--- config.mk ---
export PLATFORM = sky130hd
export DESIGN_NAME = tankArena
export DESIGN_NICKNAME = d
export VERILOG_FILES = /design/src/screenPkg.sv /design/src/gamePkg.sv /design/src/tankArena.sv /design/src/pixelShader.sv /design/src/tankSprite.sv /design/src/tankMotion.sv /design/src/tileMap.sv
export SDC_FILE = /design/constraint.sdc
export NUM_CORES = 1
export LEC_CHECK = 0
export ABC_AREA = 1
export BUFFER_PORTS_ARGS = -buffer_cell sky130_fd_sc_hd__clkbuf_2
export CAP_MARGIN = 10
export CORE_MARGIN = 1.5
export CORE_UTILIZATION = 62
export CTS_CLUSTER_DIAMETER = 120
export DETAILED_ROUTE_END_ITERATION = 16
export PLACE_DENSITY_LB_ADDON = 0.1
export SKIP_CTS_REPAIR_TIMING = 1
export SYNTH_ARGS = -nofsm -noshare
export SYNTH_HDL_FRONTEND = slang
export SYNTH_HIERARCHICAL = 1
export SYNTH_SLANG_ARGS = --single-unit
--- constraint.sdc ---
create_clock -name Master_Clock_In -period 12.7 [get_ports Master_Clock_In]
set_clock_uncertainty 0.2 [all_clocks]
set_input_delay 1.27 -clock Master_Clock_In [delete_from_list [all_inputs] [get_ports Master_Clock_In]]
set_output_delay 1.27 -clock Master_Clock_In [all_outputs]
set_load 0.005 [all_outputs]
--- src/screenPkg.sv ---
package screenPkg;

    ////////////////////////////////////////////////////////////
    // Raster geometry
    ////////////////////////////////////////////////////////////

    // Active area of the 640x480 VGA scan
    localparam int pixelsHoriz = 640;
    localparam int pixelsVert = 480;

    // Every pixel and tank coordinate shares this width
    localparam int coordWidth = 10;

    ////////////////////////////////////////////////////////////
    // Tile grid
    ////////////////////////////////////////////////////////////

    // Tiles are 32 by 32 pixels
    localparam int tileShift = 5;

    // 20 tiles across, 15 tiles down
    localparam int tileCols = 20;
    localparam int tileRows = 15;

    // A point on the raster
    // Used for the scan pixel, the tank origin and the tank corners
    typedef struct packed {
        logic [coordWidth-1:0] x;
        logic [coordWidth-1:0] y;
    } screenPos;

endpackage
--- src/gamePkg.sv ---
package gamePkg;

    ////////////////////////////////////////////////////////////
    // Map tiles
    ////////////////////////////////////////////////////////////

    typedef logic [3:0] tileCode;

    localparam tileCode tileOpen = 4'd0;
    localparam tileCode tileWall = 4'd1;
    localparam tileCode tileBrick = 4'd2;
    localparam tileCode tileGrass = 4'd3;
    // Hazard tiles span codes 4 through 7
    localparam tileCode tileHazard = 4'd4;
    localparam tileCode tileHazardTop = 4'd7;

    // One 80-bit word per tile row, column 0 in the top nibble
    // Brick frame of alternating brick and grass with an open border
    localparam logic [4*screenPkg::tileCols-1:0] mapRows [0:screenPkg::tileRows-1] = '{
        80'h0000_0000_0000_0000_0000,
        80'h0232_3223_2332_3223_2320,
        80'h0332_3333_2332_3333_2330,
        80'h0222_2223_2332_3222_2220,
        80'h0332_3333_2332_3333_2330,
        80'h0232_3223_2222_3223_2330,
        80'h0333_3333_3333_3333_3330,
        80'h0222_2232_2222_2322_2220,
        80'h0333_3333_3333_3333_3330,
        80'h0232_3223_2222_3223_2320,
        80'h0332_3333_2332_3333_2330,
        80'h0222_2223_2332_3222_2220,
        80'h0332_3333_2332_3333_2330,
        80'h0232_3223_2332_3223_2320,
        80'h0000_0000_0000_0000_0000
    };

    ////////////////////////////////////////////////////////////
    // Tank geometry
    ////////////////////////////////////////////////////////////

    // Box runs from the origin to origin plus tankWidth, both ends included
    localparam int tankWidth = 25;
    localparam screenPkg::screenPos tankStart = '{x: 10'd5, y: 10'd5};

    // Origin values at which the tank jumps to the opposite edge
    localparam int wrapLimitX = screenPkg::pixelsHoriz - tankWidth;
    localparam int wrapLimitY = screenPkg::pixelsVert - tankWidth;

    // Barrel strip in sprite coordinates, across u and along v
    localparam int barrelLow = 11;
    localparam int barrelHigh = 14;
    localparam int barrelLength = 12;

    ////////////////////////////////////////////////////////////
    // Colours
    ////////////////////////////////////////////////////////////

    typedef struct packed {
        logic [3:0] red;
        logic [3:0] green;
        logic [3:0] blue;
    } rgbColour;

    localparam rgbColour colourOpen = '{red: 4'hF, green: 4'hF, blue: 4'hF};
    localparam rgbColour colourBrick = '{red: 4'hB, green: 4'h3, blue: 4'h1};
    localparam rgbColour colourGrass = '{red: 4'hF, green: 4'hF, blue: 4'h0};
    localparam rgbColour colourHazard = '{red: 4'hF, green: 4'h4, blue: 4'h4};
    localparam rgbColour colourUnknown = '{red: 4'h8, green: 4'h8, blue: 4'h8};
    localparam rgbColour colourOutside = '{red: 4'h2, green: 4'h2, blue: 4'h2};
    localparam rgbColour colourBlank = '{red: 4'h0, green: 4'h0, blue: 4'h0};
    localparam rgbColour colourBody = '{red: 4'h5, green: 4'h7, blue: 4'h2};
    localparam rgbColour colourBarrel = '{red: 4'h2, green: 4'h3, blue: 4'h1};

    ////////////////////////////////////////////////////////////
    // Controls
    ////////////////////////////////////////////////////////////

    typedef struct packed {
        logic up;
        logic down;
        logic left;
        logic right;
    } padButtons;

    typedef enum logic [1:0] {
        faceUp,
        faceDown,
        faceLeft,
        faceRight
    } tankFacing;

    // Map codes under the four corners of the tank box
    typedef struct packed {
        tileCode topLeft;
        tileCode topRight;
        tileCode bottomLeft;
        tileCode bottomRight;
    } cornerTiles;

    // Screen edge wrap of a tank origin
    // Shared by the motion update and the corner lookup
    function automatic screenPkg::screenPos wrapEdges(input screenPkg::screenPos pos);
        screenPkg::screenPos wrapped;
        wrapped = pos;
        // Top edge lands at the bottom, bottom edge lands at the top
        if (pos.y == 0)
            wrapped.y = screenPkg::coordWidth'(wrapLimitY - 1);
        else if (pos.y == wrapLimitY)
            wrapped.y = 1;
        // Same for left and right
        if (pos.x == 0)
            wrapped.x = screenPkg::coordWidth'(wrapLimitX - 1);
        else if (pos.x == wrapLimitX)
            wrapped.x = 1;
        return wrapped;
    endfunction

endpackage

--- src/tankArena.sv ---
`timescale 1ns/1ps

module tankArena (
    input  logic                  Master_Clock_In,
    input  logic                  rstN,
    input  logic                  displayEnable,
    input  screenPkg::screenPos   pixelPos,
    input  gamePkg::padButtons    buttons,
    output gamePkg::rgbColour     pixelColour,
    output screenPkg::screenPos   tankPos
);

    gamePkg::tileCode pixelTile;
    gamePkg::cornerTiles corners;
    logic inTank;
    gamePkg::rgbColour spriteColour;

    ////////////////////////////////////////////////////////////
    // Map lookup and tank motion
    ////////////////////////////////////////////////////////////

    tileMap lookup (
        .pixelPos   (pixelPos),
        .tankPos    (tankPos),
        .pixelTile  (pixelTile),
        .corners    (corners)
    );

    tankMotion motion (
        .Master_Clock_In (Master_Clock_In),
        .rstN            (rstN),
        .displayEnable   (displayEnable),
        .pixelPos        (pixelPos),
        .buttons         (buttons),
        .corners         (corners),
        .tankPos         (tankPos)
    );

    ////////////////////////////////////////////////////////////
    // Sprite and colour output
    ////////////////////////////////////////////////////////////

    tankSprite sprite (
        .Master_Clock_In (Master_Clock_In),
        .rstN            (rstN),
        .pixelPos        (pixelPos),
        .tankPos         (tankPos),
        .buttons         (buttons),
        .inTank          (inTank),
        .spriteColour    (spriteColour)
    );

    pixelShader shader (
        .Master_Clock_In (Master_Clock_In),
        .rstN            (rstN),
        .displayEnable   (displayEnable),
        .pixelPos        (pixelPos),
        .pixelTile       (pixelTile),
        .inTank          (inTank),
        .spriteColour    (spriteColour),
        .pixelColour     (pixelColour)
    );

endmodule

--- src/pixelShader.sv ---
`timescale 1ns/1ps

module pixelShader (
    input  logic                  Master_Clock_In,
    input  logic                  rstN,
    input  logic                  displayEnable,
    input  screenPkg::screenPos   pixelPos,
    input  gamePkg::tileCode      pixelTile,
    input  logic                  inTank,
    input  gamePkg::rgbColour     spriteColour,
    output gamePkg::rgbColour     pixelColour
);

    // Flat palette per tile type
    function automatic gamePkg::rgbColour tileColour(input gamePkg::tileCode code);
        case (code) inside
            gamePkg::tileOpen:
                return gamePkg::colourOpen;
            gamePkg::tileWall, gamePkg::tileBrick:
                return gamePkg::colourBrick;
            gamePkg::tileGrass:
                return gamePkg::colourGrass;
            [gamePkg::tileHazard:gamePkg::tileHazardTop]:
                return gamePkg::colourHazard;
            default:
                return gamePkg::colourUnknown;
        endcase
    endfunction

    logic outside;
    gamePkg::rgbColour nextColour;

    // Frame end pixel itself still counts as inside
    assign outside = (pixelPos.x > screenPkg::pixelsHoriz)
                  || (pixelPos.y > screenPkg::pixelsVert);

    always_comb
    begin
        if (!displayEnable)
            nextColour = gamePkg::colourBlank;
        else if (outside)
            nextColour = gamePkg::colourOutside;
        // Tank drawn over the map
        else if (inTank)
            nextColour = spriteColour;
        else
            nextColour = tileColour(pixelTile);
    end

    // One cycle from pixel to colour
    always_ff @(posedge Master_Clock_In)
    begin
        if (!rstN)
            pixelColour <= gamePkg::colourBlank;
        else
            pixelColour <= nextColour;
    end

endmodule

--- src/tankSprite.sv ---
`timescale 1ns/1ps

module tankSprite (
    input  logic                  Master_Clock_In,
    input  logic                  rstN,
    input  screenPkg::screenPos   pixelPos,
    input  screenPkg::screenPos   tankPos,
    input  gamePkg::padButtons    buttons,
    output logic                  inTank,
    output gamePkg::rgbColour     spriteColour
);

    gamePkg::tankFacing facing;

    // Offsets from the tank origin
    logic [screenPkg::coordWidth-1:0] dx;
    logic [screenPkg::coordWidth-1:0] dy;
    // Across and along the barrel axis
    logic [screenPkg::coordWidth-1:0] u;
    logic [screenPkg::coordWidth-1:0] v;

    // Last pressed direction, priority up, down, left, right
    always_ff @(posedge Master_Clock_In)
    begin
        if (!rstN)
            facing <= gamePkg::faceUp;
        else if (buttons.up)
            facing <= gamePkg::faceUp;
        else if (buttons.down)
            facing <= gamePkg::faceDown;
        else if (buttons.left)
            facing <= gamePkg::faceLeft;
        else if (buttons.right)
            facing <= gamePkg::faceRight;
    end

    // Inclusive bounding box
    assign inTank = (pixelPos.x >= tankPos.x)
                 && (pixelPos.x <= tankPos.x + gamePkg::tankWidth)
                 && (pixelPos.y >= tankPos.y)
                 && (pixelPos.y <= tankPos.y + gamePkg::tankWidth);

    assign dx = pixelPos.x - tankPos.x;
    assign dy = pixelPos.y - tankPos.y;

    always_comb
    begin
        // Rotate into the up facing frame, barrel at small v
        case (facing)
            gamePkg::faceDown:
            begin
                u = dx;
                v = screenPkg::coordWidth'(gamePkg::tankWidth) - dy;
            end
            gamePkg::faceLeft:
            begin
                u = dy;
                v = dx;
            end
            gamePkg::faceRight:
            begin
                u = dy;
                v = screenPkg::coordWidth'(gamePkg::tankWidth) - dx;
            end
            default:
            begin
                u = dx;
                v = dy;
            end
        endcase

        // Barrel is a narrow strip from the front edge to the middle
        if ((u >= gamePkg::barrelLow) && (u <= gamePkg::barrelHigh)
                && (v <= gamePkg::barrelLength))
            spriteColour = gamePkg::colourBarrel;
        else
            spriteColour = gamePkg::colourBody;
    end

endmodule

--- src/tankMotion.sv ---
`timescale 1ns/1ps

module tankMotion (
    input  logic                  Master_Clock_In,
    input  logic                  rstN,
    input  logic                  displayEnable,
    input  screenPkg::screenPos   pixelPos,
    input  gamePkg::padButtons    buttons,
    input  gamePkg::cornerTiles   corners,
    output screenPkg::screenPos   tankPos
);

    // Walls and bricks stop the tank, everything else is passable
    function automatic logic isBlocking(input gamePkg::tileCode code);
        return (code == gamePkg::tileWall) || (code == gamePkg::tileBrick);
    endfunction

    logic frameEnd;
    screenPkg::screenPos wrapped;
    screenPkg::screenPos nextPos;

    // Corner blocking flags
    logic hitTopLeft;
    logic hitTopRight;
    logic hitBottomLeft;
    logic hitBottomRight;

    ////////////////////////////////////////////////////////////
    // Frame end strobe
    ////////////////////////////////////////////////////////////

    // One update per frame at the point just past the last active pixel
    assign frameEnd = displayEnable
                   && (pixelPos.x == screenPkg::pixelsHoriz)
                   && (pixelPos.y == screenPkg::pixelsVert);

    ////////////////////////////////////////////////////////////
    // Next position
    ////////////////////////////////////////////////////////////

    always_comb
    begin
        // Edge wrap comes first
        wrapped = gamePkg::wrapEdges(tankPos);
        nextPos = wrapped;

        // Corner codes already belong to the wrapped origin
        hitTopLeft = isBlocking(corners.topLeft);
        hitTopRight = isBlocking(corners.topRight);
        hitBottomLeft = isBlocking(corners.bottomLeft);
        hitBottomRight = isBlocking(corners.bottomRight);

        // Whole side inside a block, push straight back
        if (hitBottomLeft && hitBottomRight)
            nextPos.y = wrapped.y - 1'b1;
        else if (hitTopLeft && hitBottomLeft)
            nextPos.x = wrapped.x + 1'b1;
        else if (hitTopLeft && hitTopRight)
            nextPos.y = wrapped.y + 1'b1;
        else if (hitTopRight && hitBottomRight)
            nextPos.x = wrapped.x - 1'b1;
        // Single corner inside a block, push out diagonally
        else if (hitTopLeft)
        begin
            nextPos.y = wrapped.y + 1'b1;
            nextPos.x = wrapped.x + 1'b1;
        end
        else if (hitTopRight)
        begin
            nextPos.y = wrapped.y + 1'b1;
            nextPos.x = wrapped.x - 1'b1;
        end
        else if (hitBottomLeft)
        begin
            nextPos.y = wrapped.y - 1'b1;
            nextPos.x = wrapped.x + 1'b1;
        end
        else if (hitBottomRight)
        begin
            nextPos.y = wrapped.y - 1'b1;
            nextPos.x = wrapped.x - 1'b1;
        end
        // Free to move, one pixel per frame
        // Priority up, right, down, left
        else if (buttons.up)
            nextPos.y = wrapped.y - 1'b1;
        else if (buttons.right)
            nextPos.x = wrapped.x + 1'b1;
        else if (buttons.down)
            nextPos.y = wrapped.y + 1'b1;
        else if (buttons.left)
            nextPos.x = wrapped.x - 1'b1;
    end

    // Position register, held between strobes
    always_ff @(posedge Master_Clock_In)
    begin
        if (!rstN)
            tankPos <= gamePkg::tankStart;
        else if (frameEnd)
            tankPos <= nextPos;
    end

endmodule

--- src/tileMap.sv ---
`timescale 1ns/1ps

module tileMap (
    input  screenPkg::screenPos   pixelPos,
    input  screenPkg::screenPos   tankPos,
    output gamePkg::tileCode      pixelTile,
    output gamePkg::cornerTiles   corners
);

    // Map code under any raster point
    function automatic gamePkg::tileCode tileAt(input screenPkg::screenPos point);
        int unsigned col;
        int unsigned row;
        // Tile index wraps modulo the grid size
        col = (point.x >> screenPkg::tileShift) % screenPkg::tileCols;
        row = (point.y >> screenPkg::tileShift) % screenPkg::tileRows;
        // Column 0 sits in the top nibble of the row word
        return gamePkg::mapRows[row][(screenPkg::tileCols - 1 - col) * 4 +: 4];
    endfunction

    // Origin after edge wrap, as the motion block sees it at frame end
    screenPkg::screenPos tankOrigin;
    // Far corner of the box
    screenPkg::screenPos tankFar;

    always_comb
    begin
        tankOrigin = gamePkg::wrapEdges(tankPos);
        tankFar.x = tankOrigin.x + screenPkg::coordWidth'(gamePkg::tankWidth);
        tankFar.y = tankOrigin.y + screenPkg::coordWidth'(gamePkg::tankWidth);
    end

    // Scan pixel
    assign pixelTile = tileAt(pixelPos);

    // Four corners of the tank box
    assign corners.topLeft = tileAt('{x: tankOrigin.x, y: tankOrigin.y});
    assign corners.topRight = tileAt('{x: tankFar.x, y: tankOrigin.y});
    assign corners.bottomLeft = tileAt('{x: tankOrigin.x, y: tankFar.y});
    assign corners.bottomRight = tileAt('{x: tankFar.x, y: tankFar.y});

endmodule

==> results of run 1 <==
[path summary, 6_finish.rpt]
kind | to | slack (ns)
min | motion/tankPos[11] | 0.47
max reg2reg | motion/tankPos[11] | 5.15
min reg2reg | motion/tankPos[11] | 0.47
max | motion/tankPos[11] | 5.15
[area by class of cell]
class / instances / area, sq um
multi-input cells: 1517 / 8348
inverters: 299 / 1126
clock buffers: 5 / 125.1
fillers: 1628 / 5610
clock inverters: 3 / 68.82
flip-flops and latches: 34 / 680.7
well taps: 220 / 275.3
repair buffers: 58 / 290.3
[flip-flops by register name, summed over array words and instances, names as in the netlist]
register	flops
motion/tankPos	20
shader/pixelColour	12
sprite/facing	2
[worst reg2reg max path: cells and delay by family (launching register included)]
kind                       cells  cell delay [ns]
adders and majority gates      3             0.57
and+or+nand+nor               22             3.31
DFF                            1             0.67
xor gates and xnor gates       1             0.41
AOI/OAI and AO/OA              5             1.15
buffers and inverters          9             1.15
[logic make-up (layout without fill, tap and decap cells)]
group | Yosys count | after routing | synth area share
other | 3 | 16 | 0.001080
XOR/XNOR | 41 | 41 | 0.03445
adder cells (fa/ha/maj) | 85 | 85 | 0.1035
buffers and inverters | 349 | 365 | 0.1386
AND/OR/NAND/NOR | 1119 | 1119 | 0.5054
AO/OA/AOI/OAI | 254 | 254 | 0.1498
multiplexers | 2 | 2 | 0.001920
flip-flops | 34 | 34 | 0.06529
[power by group]
part           total, W  switching [W]  leakage, nW  internal (W)
registers      0.000110     0.00000178        0.275      0.000108
clock network  0.000166      0.0000531       0.0940      0.000113
logic          0.000161       0.000106         5.62     0.0000555
total          0.000437       0.000161         5.99      0.000277
[cells in the mapped netlist, types with 6 or more instances]
master	count	area (sq um)
nor2_2	14	87.58
nand2_4	14	157.7
buf_2	9	45.04
nand3_2	20	200.2
o22ai_1	6	37.54
nand2_2	45	281.5
nor3_1	12	60.06
o211ai_1	18	135.1
dfxtp_1	34	680.7
nor2_4	11	123.9
inv_1	265	994.7
xor2_1	36	315.3
nand3_1	227	1136
nand3b_1	8	60.06
nor2_1	148	555.5
nand4_1	34	212.7
o21ai_1	14	70.07
a21oi_1	82	410.4
o21bai_1	6	45.04
a31oi_1	15	93.84
ha_1	83	1039
o21ai_0	69	345.3
or2_2	7	43.79
inv_2	30	112.6
clkbuf_1	14	52.55
nor4_1	6	37.54
buf_4	22	165.2
nand2_1	546	2049
[metal layers]
| layer | vias up | routed length (um) | track usage |
|---|---|---|---|
| li1 | 6171 | - | - |
| met1 | 5472 | 13720 | 0.4611 |
| met2 | 528 | 14120 | 0.5780 |
| met3 | 80 | 2426 | 0.04138 |
| met4 | 2 | 963 | 0.1264 |
| met5 | - | 13 | 0 |
[stage by stage]
stage           power, W  hold slack (ns)
2_1_floorplan  0.0002326           0.3755
3_3_place_gp   0.0002657           0.4419
3_5_place_dp   0.0002685           0.4530
4_1_cts        0.0004361           0.4606
5_1_grt        0.0004628           0.5063
6_report       0.0004373           0.4662
==> run_results.csv, run 1 <==
group,metric,value,unit
worst_setup_path,crit_family,"simple AND/OR/NAND/NOR gates",
routing,drc_errors,0,
timing,fmax,0.1325,GHz
flow_run,drv_cap,0,
worst_setup_path,cp.required,12.73,ns
finish,syn2layout_area_growth,4.693,%
worst_setup_path,slowest_stage,"nor2_1",
worst_setup_path,max_stage_delay,0.85,ns
grt,grt_first_pass_wirelength,50.96,mm
floorplan,coreArea,16520,sq um
finish,final_common_cell,"nand2_1",
routing,drt_iter0_drc,1258,
clocking,cts.sinks,34,
place,hpwl,24.94,mm
finish,fin_nets,2027,
hold_path,min_path_type,"reg2reg",
worst_setup_path,crit_start,"motion/tankPos[16]",
worst_setup_path,critical_path_buf_inv_count,9,
clocking,numCtsBuffers,5,
logic_synthesis,synthArstFlopShare,0,
grt,grt_max_degree,23,
place,gp_congestion,1.002,
grt,grt_pass1_vias,10766,
worst_setup_path,r2r_cells,40,
worst_setup_path,crit_cells,40,
worst_setup_path,criticalPathCategory,"reg2reg",
routing,ant_nets,0,
clocking,clk_pin_slew,0.06,ns
place,place_ws,5.237,ns
routing,drt_wl_total,31.25,mm
timing,fin_crit,7.549,ns
hold_path,hold_start,"motion/tankPos[11]",
place,place_area,10720,sq um
clocking,cts_tree,"done",
floorplan,initial_utilization,0.6309,
routing,wl_per_cell,14.63,um
worst_setup_path,cp_data_arrival_time,7.58,ns
timing,rsz0062_at_grt,"false",
finish,layout-drive-gt1-share,0.1221,
floorplan,ios,59,
logic_synthesis,synth_cells,1887,
logic_synthesis,ys_types,68,
clocking,insertion_delay,0.30,ns
timing,worst_slack,5.151,ns
power,p_leak,5.988,nW
logic_synthesis,synth-edff-count,0,
finish,final_core_util,0.6605,
hold_path,min_path_cells,2,
logic_synthesis,syn_avg_cell_area,5.525,sq um
floorplan,die-area,17600,sq um
logic_synthesis,synth-warning-count,6,
place,portBuffers,58,
worst_setup_path,path_max_fanout,22,
grt,gr-usage-all-layers,0.3471,
logic_synthesis,synth_ff_type,"dfxtp_1",
logic_synthesis,yosysSeqAreaShare,0.06529,
finish,final_cell_mix,"546 x nand2_1, 265 x inv_1, 227 x nand3_1",
timing,tightestPinTransition,1.042,ns
timing,final_hold_viol_count,0,
timing,slew_headroom,0.3031,
outcome,status,"completed",
worst_setup_path,crit_top_cell,"inv_1",
timing,fin_crit_sh,0.5944,
power,vdd_drop_max,0.06432,mV
floorplan,die_height,132.7,um
clocking,cts_max_path_buffers,2,
worst_setup_path,end_kind,"register",
logic_synthesis,synth_area,10420,sq um
clocking,cts_max_level,2,
floorplan,row_count,47,
timing,drv_slew,0,
logic_synthesis,ys_ff_latch,34,
finish,antenna_cells,0,
routing,routed_via_density,5.736,
routing,via_count,12253,
worst_setup_path,start_kind,"register",
power,power_density,40.07,nW/um^2
floorplan,die_w,132.7,um
finish,design_area,10910,sq um
finish,finalNonFillerCells,2136,
place,dp_cells,2128,
worst_setup_path,reg2reg_from,"motion/tankPos[16]",
timing,final-setup-viol-count,0,
clocking,root_buffer,"clkbuf_16",
grt,antenna_found_initial,1,
timing,tns,0,ns
routing,dr.pass1.iters,9,
grt,grt_overflow_total,0,
No activity file was read; power rests on OpenSTA's default activity.
==> inputs of run 2 (changes only) <==
--- a/config.mk
+++ b/config.mk
@@ -9,7 +9,7 @@
 export BUFFER_PORTS_ARGS = -buffer_cell sky130_fd_sc_hd__clkbuf_2
 export CAP_MARGIN = 10
 export CORE_MARGIN = 1.5
-export CORE_UTILIZATION = 62
+export CORE_UTILIZATION = 58
 export CTS_CLUSTER_DIAMETER = 120
 export DETAILED_ROUTE_END_ITERATION = 16
 export PLACE_DENSITY_LB_ADDON = 0.1
==> constraint.sdc (replaced) <==
create_clock -name Master_Clock_In -period 6.71 [get_ports Master_Clock_In]
set_clock_uncertainty 0.2 [all_clocks]
set_input_delay 0.671 -clock Master_Clock_In [delete_from_list [all_inputs] [get_ports Master_Clock_In]]
set_output_delay 0.671 -clock Master_Clock_In [all_outputs]
set_load 0.005 [all_outputs]
==> run 2 against run 1 <==
Net effect: setup slack lost 4.5 ns; final cell count is 1.9% higher; register-to-register slack lost 4.5 ns; largest power group is now combinational cells; final area grew 2.9%; highest routed layer is now met4; clock power is 43% higher.
==> run_results.csv, run 2 (synthesis gave the netlist of run 1 again) <==
group,metric,value,unit
floorplan,die_height,137.1,um
routing,met1_length,14.67,mm
timing,final-setup-viol-count,0,
clocking,root_buffer,"clkbuf_16",
routing,drt_wl_total,31.72,mm
place,portBuffers,58,
finish,syn2layout_area_growth,7.765,%
worst_setup_path,slowest_stage,"dfxtp_1",
finish,design_area,11230,sq um
grt,gr-usage-all-layers,0.3362,
power,clkPwrFrac,0.315,
timing,slew_headroom,0.3872,
finish,fin_nets,2062,
grt,grt_overflow_total,0,
power,p_sw,0.0002948,W
power,internal-power,0.0004573,W
finish,multi_input_comb_area,8436,sq um
power,vdd_drop_max,0.09988,mV
routing,routed_via_density,5.618,
grt,antenna_found_initial,0,
grt,grt_pass1_vias,10648,
clocking,cts_max_path_buffers,2,
clocking,insertion_delay,0.29,ns
power,swShare,0.3920,
timing,tns,0,ns
place,hpwl,25.70,mm
routing,ant_nets,0,
hold_path,min_path_type,"reg2reg",
finish,final_common_cell,"nand2_1",
timing,fin_crit_sh,0.9088,
place,gp_congestion,1.027,
power,p_seq_frac,0.277,
place,place_area,10970,sq um
clocking,cts.sinks,34,
timing,tightestPinTransition,0.9192,ns
power,power_density,66.94,nW/um^2
finish,layout-drive-gt1-share,0.1481,
floorplan,initial_utilization,0.5986,
grt,grt_first_pass_wirelength,51.20,mm
timing,rsz0062_at_grt,"false",
timing,fin_crit,6.098,ns
finish,final_cell_mix,"540 x nand2_1, 264 x inv_1, 227 x nand3_1",
place,place_ws,0.3849,ns
routing,dr_wl_met2,13.92,mm
routing,dr.pass1.iters,5,
routing,routed-wl-met3,2.532,mm
worst_setup_path,path_max_fanout,10,
finish,final_core_util,0.6450,
clocking,cts_max_level,2,
clocking,clk_pin_slew,0.06,ns
routing,drt_iter0_drc,997,
finish,antenna_cells,0,
flow_run,drv_cap,0,
power,power,0.0007521,W
routing,drc_errors,0,
worst_setup_path,start_kind,"register",
routing,wl_per_cell,14.58,um
finish,largest_reg_flops,20,
finish,fill_cells,1780,
worst_setup_path,end_kind,"register",
timing,final_hold_viol_count,0,
clocking,numCtsBuffers,5,
floorplan,die_w,137.1,um
finish,top_register,"motion/tankPos",
floorplan,die-area,18790,sq um
timing,worst_slack,0.6119,ns
timing,drv_slew,0,
finish,top_regs,"motion/tankPos: 20 flops, shader/pixelColour: 12 flops, sprite/facing: 2 flops",
routing,highest_layer,"met4",
clocking,cts_tree,"done",
worst_setup_path,max_stage_delay,0.32,ns
grt,grt_max_degree,23,
finish,regArea,686.9,sq um
floorplan,coreArea,17420,sq um
floorplan,ios,59,
worst_setup_path,criticalPathCategory,"reg2reg",
worst_setup_path,cp_data_arrival_time,6.12,ns
floorplan,row_count,48,
routing,via_count,12225,
outcome,status,"completed",
power,p_leak,6.158,nW
worst_setup_path,cp.required,6.74,ns
timing,fmax,0.1640,GHz
power,p_comb_frac,0.408,
run 2: cell types whose count changed in the layout (fill, tap and decap cells not counted), sizes merged:
cell and delta:
clkbuf +2, buf +35, bufinv -2
run 2: layout make-up:
cell class / count / share of cell area
Clock buffer: 7 / 0.01270
Clock inverter: 1 / 0.0004455
Inverter: 299 / 0.1002
Multi-Input combinational cell: 1517 / 0.7509
Sequential cell: 34 / 0.06114
Tap cell: 225 / 0.02506
Timing Repair Buffer: 93 / 0.04956
run 2: power by group through the flow:
stage	combinational, W	clock, W	sequential [W]
6_report	0.000307	0.000237	0.000208
5_1_grt	0.000345	0.000251	0.000209
4_1_cts	0.000298	0.000243	0.000208
3_5_place_dp	0.000296	0	0.000213
3_3_place_gp	0.000293	0	0.000213
2_1_floorplan	0.000229	0	0.000211
run 2: worst max-delay path: cells and delay by family, from the launching register on:
family / cells / cell delay, ns
adders and majority gates: 3 / 0.56
AOI/OAI and AO/OA: 8 / 1.06
DFF: 1 / 0.32
buffers and inverters: 8 / 0.87
and+or+nand+nor: 17 / 2.52
xor gates and xnor gates: 2 / 0.48
run 2: stage by stage:
step	hold slack, ns	instances
6_report	0.3274	2176
2_1_floorplan	0.3755	1900
3_5_place_dp	0.3700	2165
4_1_cts	0.3805	2173
3_3_place_gp	0.3716	2165
5_1_grt	0.3448	2176
run 2: routing by layer:
metal  vias to the layer above  track usage
li1                       6246            -
met1                      5462       0.4710
met2                       466       0.5388
met3                        51      0.04889
met4                         0      0.08246
met5                         -            0
run 2: final timing paths:
path                                         start  depth (start not counted)  slack, ns                end
worst max register to register  motion/tankPos[13]                         38       0.61  motion/tankPos[1]
worst max-delay path            motion/tankPos[13]                         38       0.61  motion/tankPos[1]
worst min-delay path             motion/tankPos[6]                          2       0.33  motion/tankPos[6]
worst min register to register   motion/tankPos[6]                          2       0.33  motion/tankPos[6]
==> inputs of run 3 (changes only) <==
--- a/config.mk
+++ b/config.mk
@@ -12,9 +12,8 @@
 export CORE_UTILIZATION = 58
 export CTS_CLUSTER_DIAMETER = 120
 export DETAILED_ROUTE_END_ITERATION = 16
-export PLACE_DENSITY_LB_ADDON = 0.1
+export PLACE_DENSITY = 0.8
 export SKIP_CTS_REPAIR_TIMING = 1
 export SYNTH_ARGS = -nofsm -noshare
 export SYNTH_HDL_FRONTEND = slang
-export SYNTH_HIERARCHICAL = 1
 export SYNTH_SLANG_ARGS = --single-unit
==> run 3 against run 2 <==
Net effect: combinational power down 18%; die area down 13%; non-clock buffer count up 1; register-to-register slack worse by 0.12 ns; maximum frequency down 1.9%; sequential power down 2%; critical path type unchanged; sequential share of layout area up 0.62 points; count of clock-buffer cells in the layout down 2; largest cell class unchanged; critical path depth down 1; critical endpoint is now motion.tankPos[8]; synthesized cell count down 16%.
==> run_results.csv, run 3 <==
group,metric,value,unit
grt,grt_overflow_total,0,
hold_path,min_path_cells,2,
grt,gr-usage-all-layers,0.3558,
routing,wl_per_cell,15.85,um
power,p_leak,5.054,nW
routing,dr.pass1.iters,9,
floorplan,die-area,16330,sq um
grt,grt_pass1_vias,10115,
logic_synthesis,synth_area,9032,sq um
finish,top_regs,"motion.tankPos: 20 flops, shader.pixelColour: 11 flops, sprite.facing: 2 flops",
floorplan,row_count,45,
timing,final_hold_viol_count,0,
routing,ant_nets,0,
logic_synthesis,post-synth-top-area-cell,"nand2_1",
place,hpwl,23.12,mm
logic_synthesis,yosysMostFrequentCell,"nand2_1",
floorplan,coreArea,15200,sq um
finish,final_common_cell,"nand2_1",
worst_setup_path,timing.rr.end,"motion.tankPos[8]",
finish,top_register,"motion.tankPos",
worst_setup_path,r2r_cells,37,
floorplan,die_w,127.8,um
power,power_density,74.50,nW/um^2
grt,grt_first_pass_wirelength,48.04,mm
timing,drv_slew,0,
worst_setup_path,start_kind,"register",
finish,antenna_cells,0,
timing,tightestPinTransition,0.8963,ns
clocking,clk_pin_slew,0.06,ns
finish,final_cell_mix,"411 x nand2_1, 207 x inv_1, 136 x nor2_1",
logic_synthesis,synthTopCellsByCount,"413 x nand2_1, 209 x inv_1, 137 x nor2_1",
timing,final-setup-viol-count,0,
hold_path,hold_end,"motion.tankPos[0]",
timing,slew_headroom,0.4003,
logic_synthesis,synth_cells,1583,
routing,via_count,10858,
finish,syn2layout_area_growth,9.212,%
logic_synthesis,synth_area_leaders,"nand2_1 17%, ha_1 12%, inv_1 8.7%, dfxtp_1 7.3%, nand3_1 6.5%",
routing,routed_via_density,5.927,
worst_setup_path,criticalPathCategory,"reg2reg",
clocking,cts_tree,"done",
worst_setup_path,reg2reg_from,"motion.tankPos[0]",
place,dp_cells,1814,
clocking,cts.sinks,33,
routing,drc_errors,0,
timing,fin_crit_sh,0.9263,
logic_synthesis,yosysSeqAreaShare,0.07314,
worst_setup_path,slowest_stage,"o41ai_1",
logic_synthesis,syn-num-nets,1702,
clocking,cts_max_path_buffers,2,
hold_path,hold_start,"motion.tankPos[0]",
timing,whs,0.3476,ns
routing,drt_iter0_drc,1083,
floorplan,initial_utilization,0.5942,
finish,layout-drive-gt1-share,0.1387,
logic_synthesis,syn_avg_cell_area,5.706,sq um
logic_synthesis,synth_ff_type,"dfxtp_1",
power,power,0.0007349,W
logic_synthesis,synth_top_cell_area_share,0.1716,
finish,fin_nets,1762,
flow_run,drv_cap,0,
clocking,numCtsBuffers,5,
outcome,status,"completed",
timing,fmax,0.1609,GHz
logic_synthesis,synthArstFlopShare,0,
logic_synthesis,synth-warning-count,0,
worst_setup_path,path_max_fanout,13,
clocking,root_buffer,"clkbuf_16",
clocking,insertion_delay,0.29,ns
worst_setup_path,end_kind,"register",
worst_setup_path,cp.required,6.69,ns
grt,grt_max_degree,28,
floorplan,ios,59,
routing,drt_wl_total,29.04,mm
finish,finalNonFillerCells,1832,
worst_setup_path,r2r_slack,0.49,ns
worst_setup_path,max_stage_delay,0.51,ns
clocking,cts_max_level,2,
power,vdd_drop_max,0.08564,mV
finish,largest_reg_flops,20,
logic_synthesis,synth-edff-count,0,
place,portBuffers,58,
logic_synthesis,ys_ff_latch,33,
timing,fin_crit,6.215,ns
hold_path,min_path_type,"reg2reg",
grt,antenna_found_initial,0,
worst_setup_path,crit_top_cell,"nand2_1",
worst_setup_path,cp_data_arrival_time,6.19,ns
place,gp_congestion,0.9991,
logic_synthesis,ys_types,63,
floorplan,die_height,127.8,um
-- run 3: layout make-up --
type,count,area (sq um)
flip-flops and latches,33,664.4
multi-input cells,1273,7340
clock buffers,5,125.1
well taps,188,235.2
clock inverters,3,46.29
fillers,1503,5338
inverters,236,893.4
repair buffers,94,560.5
-- run 3: per-layer routing --
metal  share of wire  vias to the layer above  GRT usage  wire length (um)
li1                -                     5325          -                 -
met3            0.10                       91    0.05426              2999
met5               0                        -          0                 0
met4           0.032                        0     0.1229               943
met1            0.42                     4852     0.4776             12220
met2            0.44                      590     0.5803             12880
-- run 3: how the worst max path moves through the flow --
stage                            from           endpoint  slack [ns]
finish              motion.tankPos[0]  motion.tankPos[8]        0.49
global route        motion.tankPos[0]  motion.tankPos[0]       -0.04
CTS                 motion.tankPos[1]  motion.tankPos[3]        0.28
detailed placement  motion.tankPos[1]  motion.tankPos[0]        0.31
global placement    motion.tankPos[1]  motion.tankPos[3]        0.39
floorplan           motion.tankPos[0]  motion.tankPos[3]        1.38
-- run 3: critical path: cells and delay by family, from the launching register on --
family	cells	cell delay [ns]
compound gates	6	1.43
fa+ha+maj	3	0.66
buf+inv	7	0.99
flops	1	0.35
simple gates	21	2.41
-- run 3: through the flow --
step | utilization | setup TNS, ns | setup WS, ns | instance area (sq um)
after floorplan | - | 0 | 1.384 | 9032
after global placement | 0.6269 | 0 | 0.3938 | 9530
after detailed placement | 0.6269 | 0 | 0.3143 | 9530
after CTS | 0.6382 | 0 | 0.2816 | 9702
after global routing | 0.6489 | -0.08936 | -0.03675 | 9864
final | 0.6489 | 0 | 0.4945 | 9864
-- run 3: power breakdown --
| part | internal, W | switching [W] | leakage (nW) | total, W |
|---|---|---|---|---|
| sequential | 0.000200 | 0.00000291 | 0.268 | 0.000203 |
| clock | 0.000176 | 0.000105 | 0.0800 | 0.000281 |
| combinational | 0.0000919 | 0.000159 | 4.71 | 0.000251 |
-- run 3: cell families (layout without fill, tap and decap cells) --
| group | Yosys count | count (layout) | share of synthesized area |
|---|---|---|---|
| AOI/OAI and AO/OA | 316 | 316 | 0.2076 |
| DFF | 33 | 33 | 0.07314 |
| and+or+nand+nor | 793 | 793 | 0.3942 |
| buffers and inverters | 277 | 338 | 0.1238 |
| muxes | 4 | 4 | 0.004433 |
| adders and majority gates | 92 | 92 | 0.1291 |
| xor gates and xnor gates | 68 | 68 | 0.06760 |
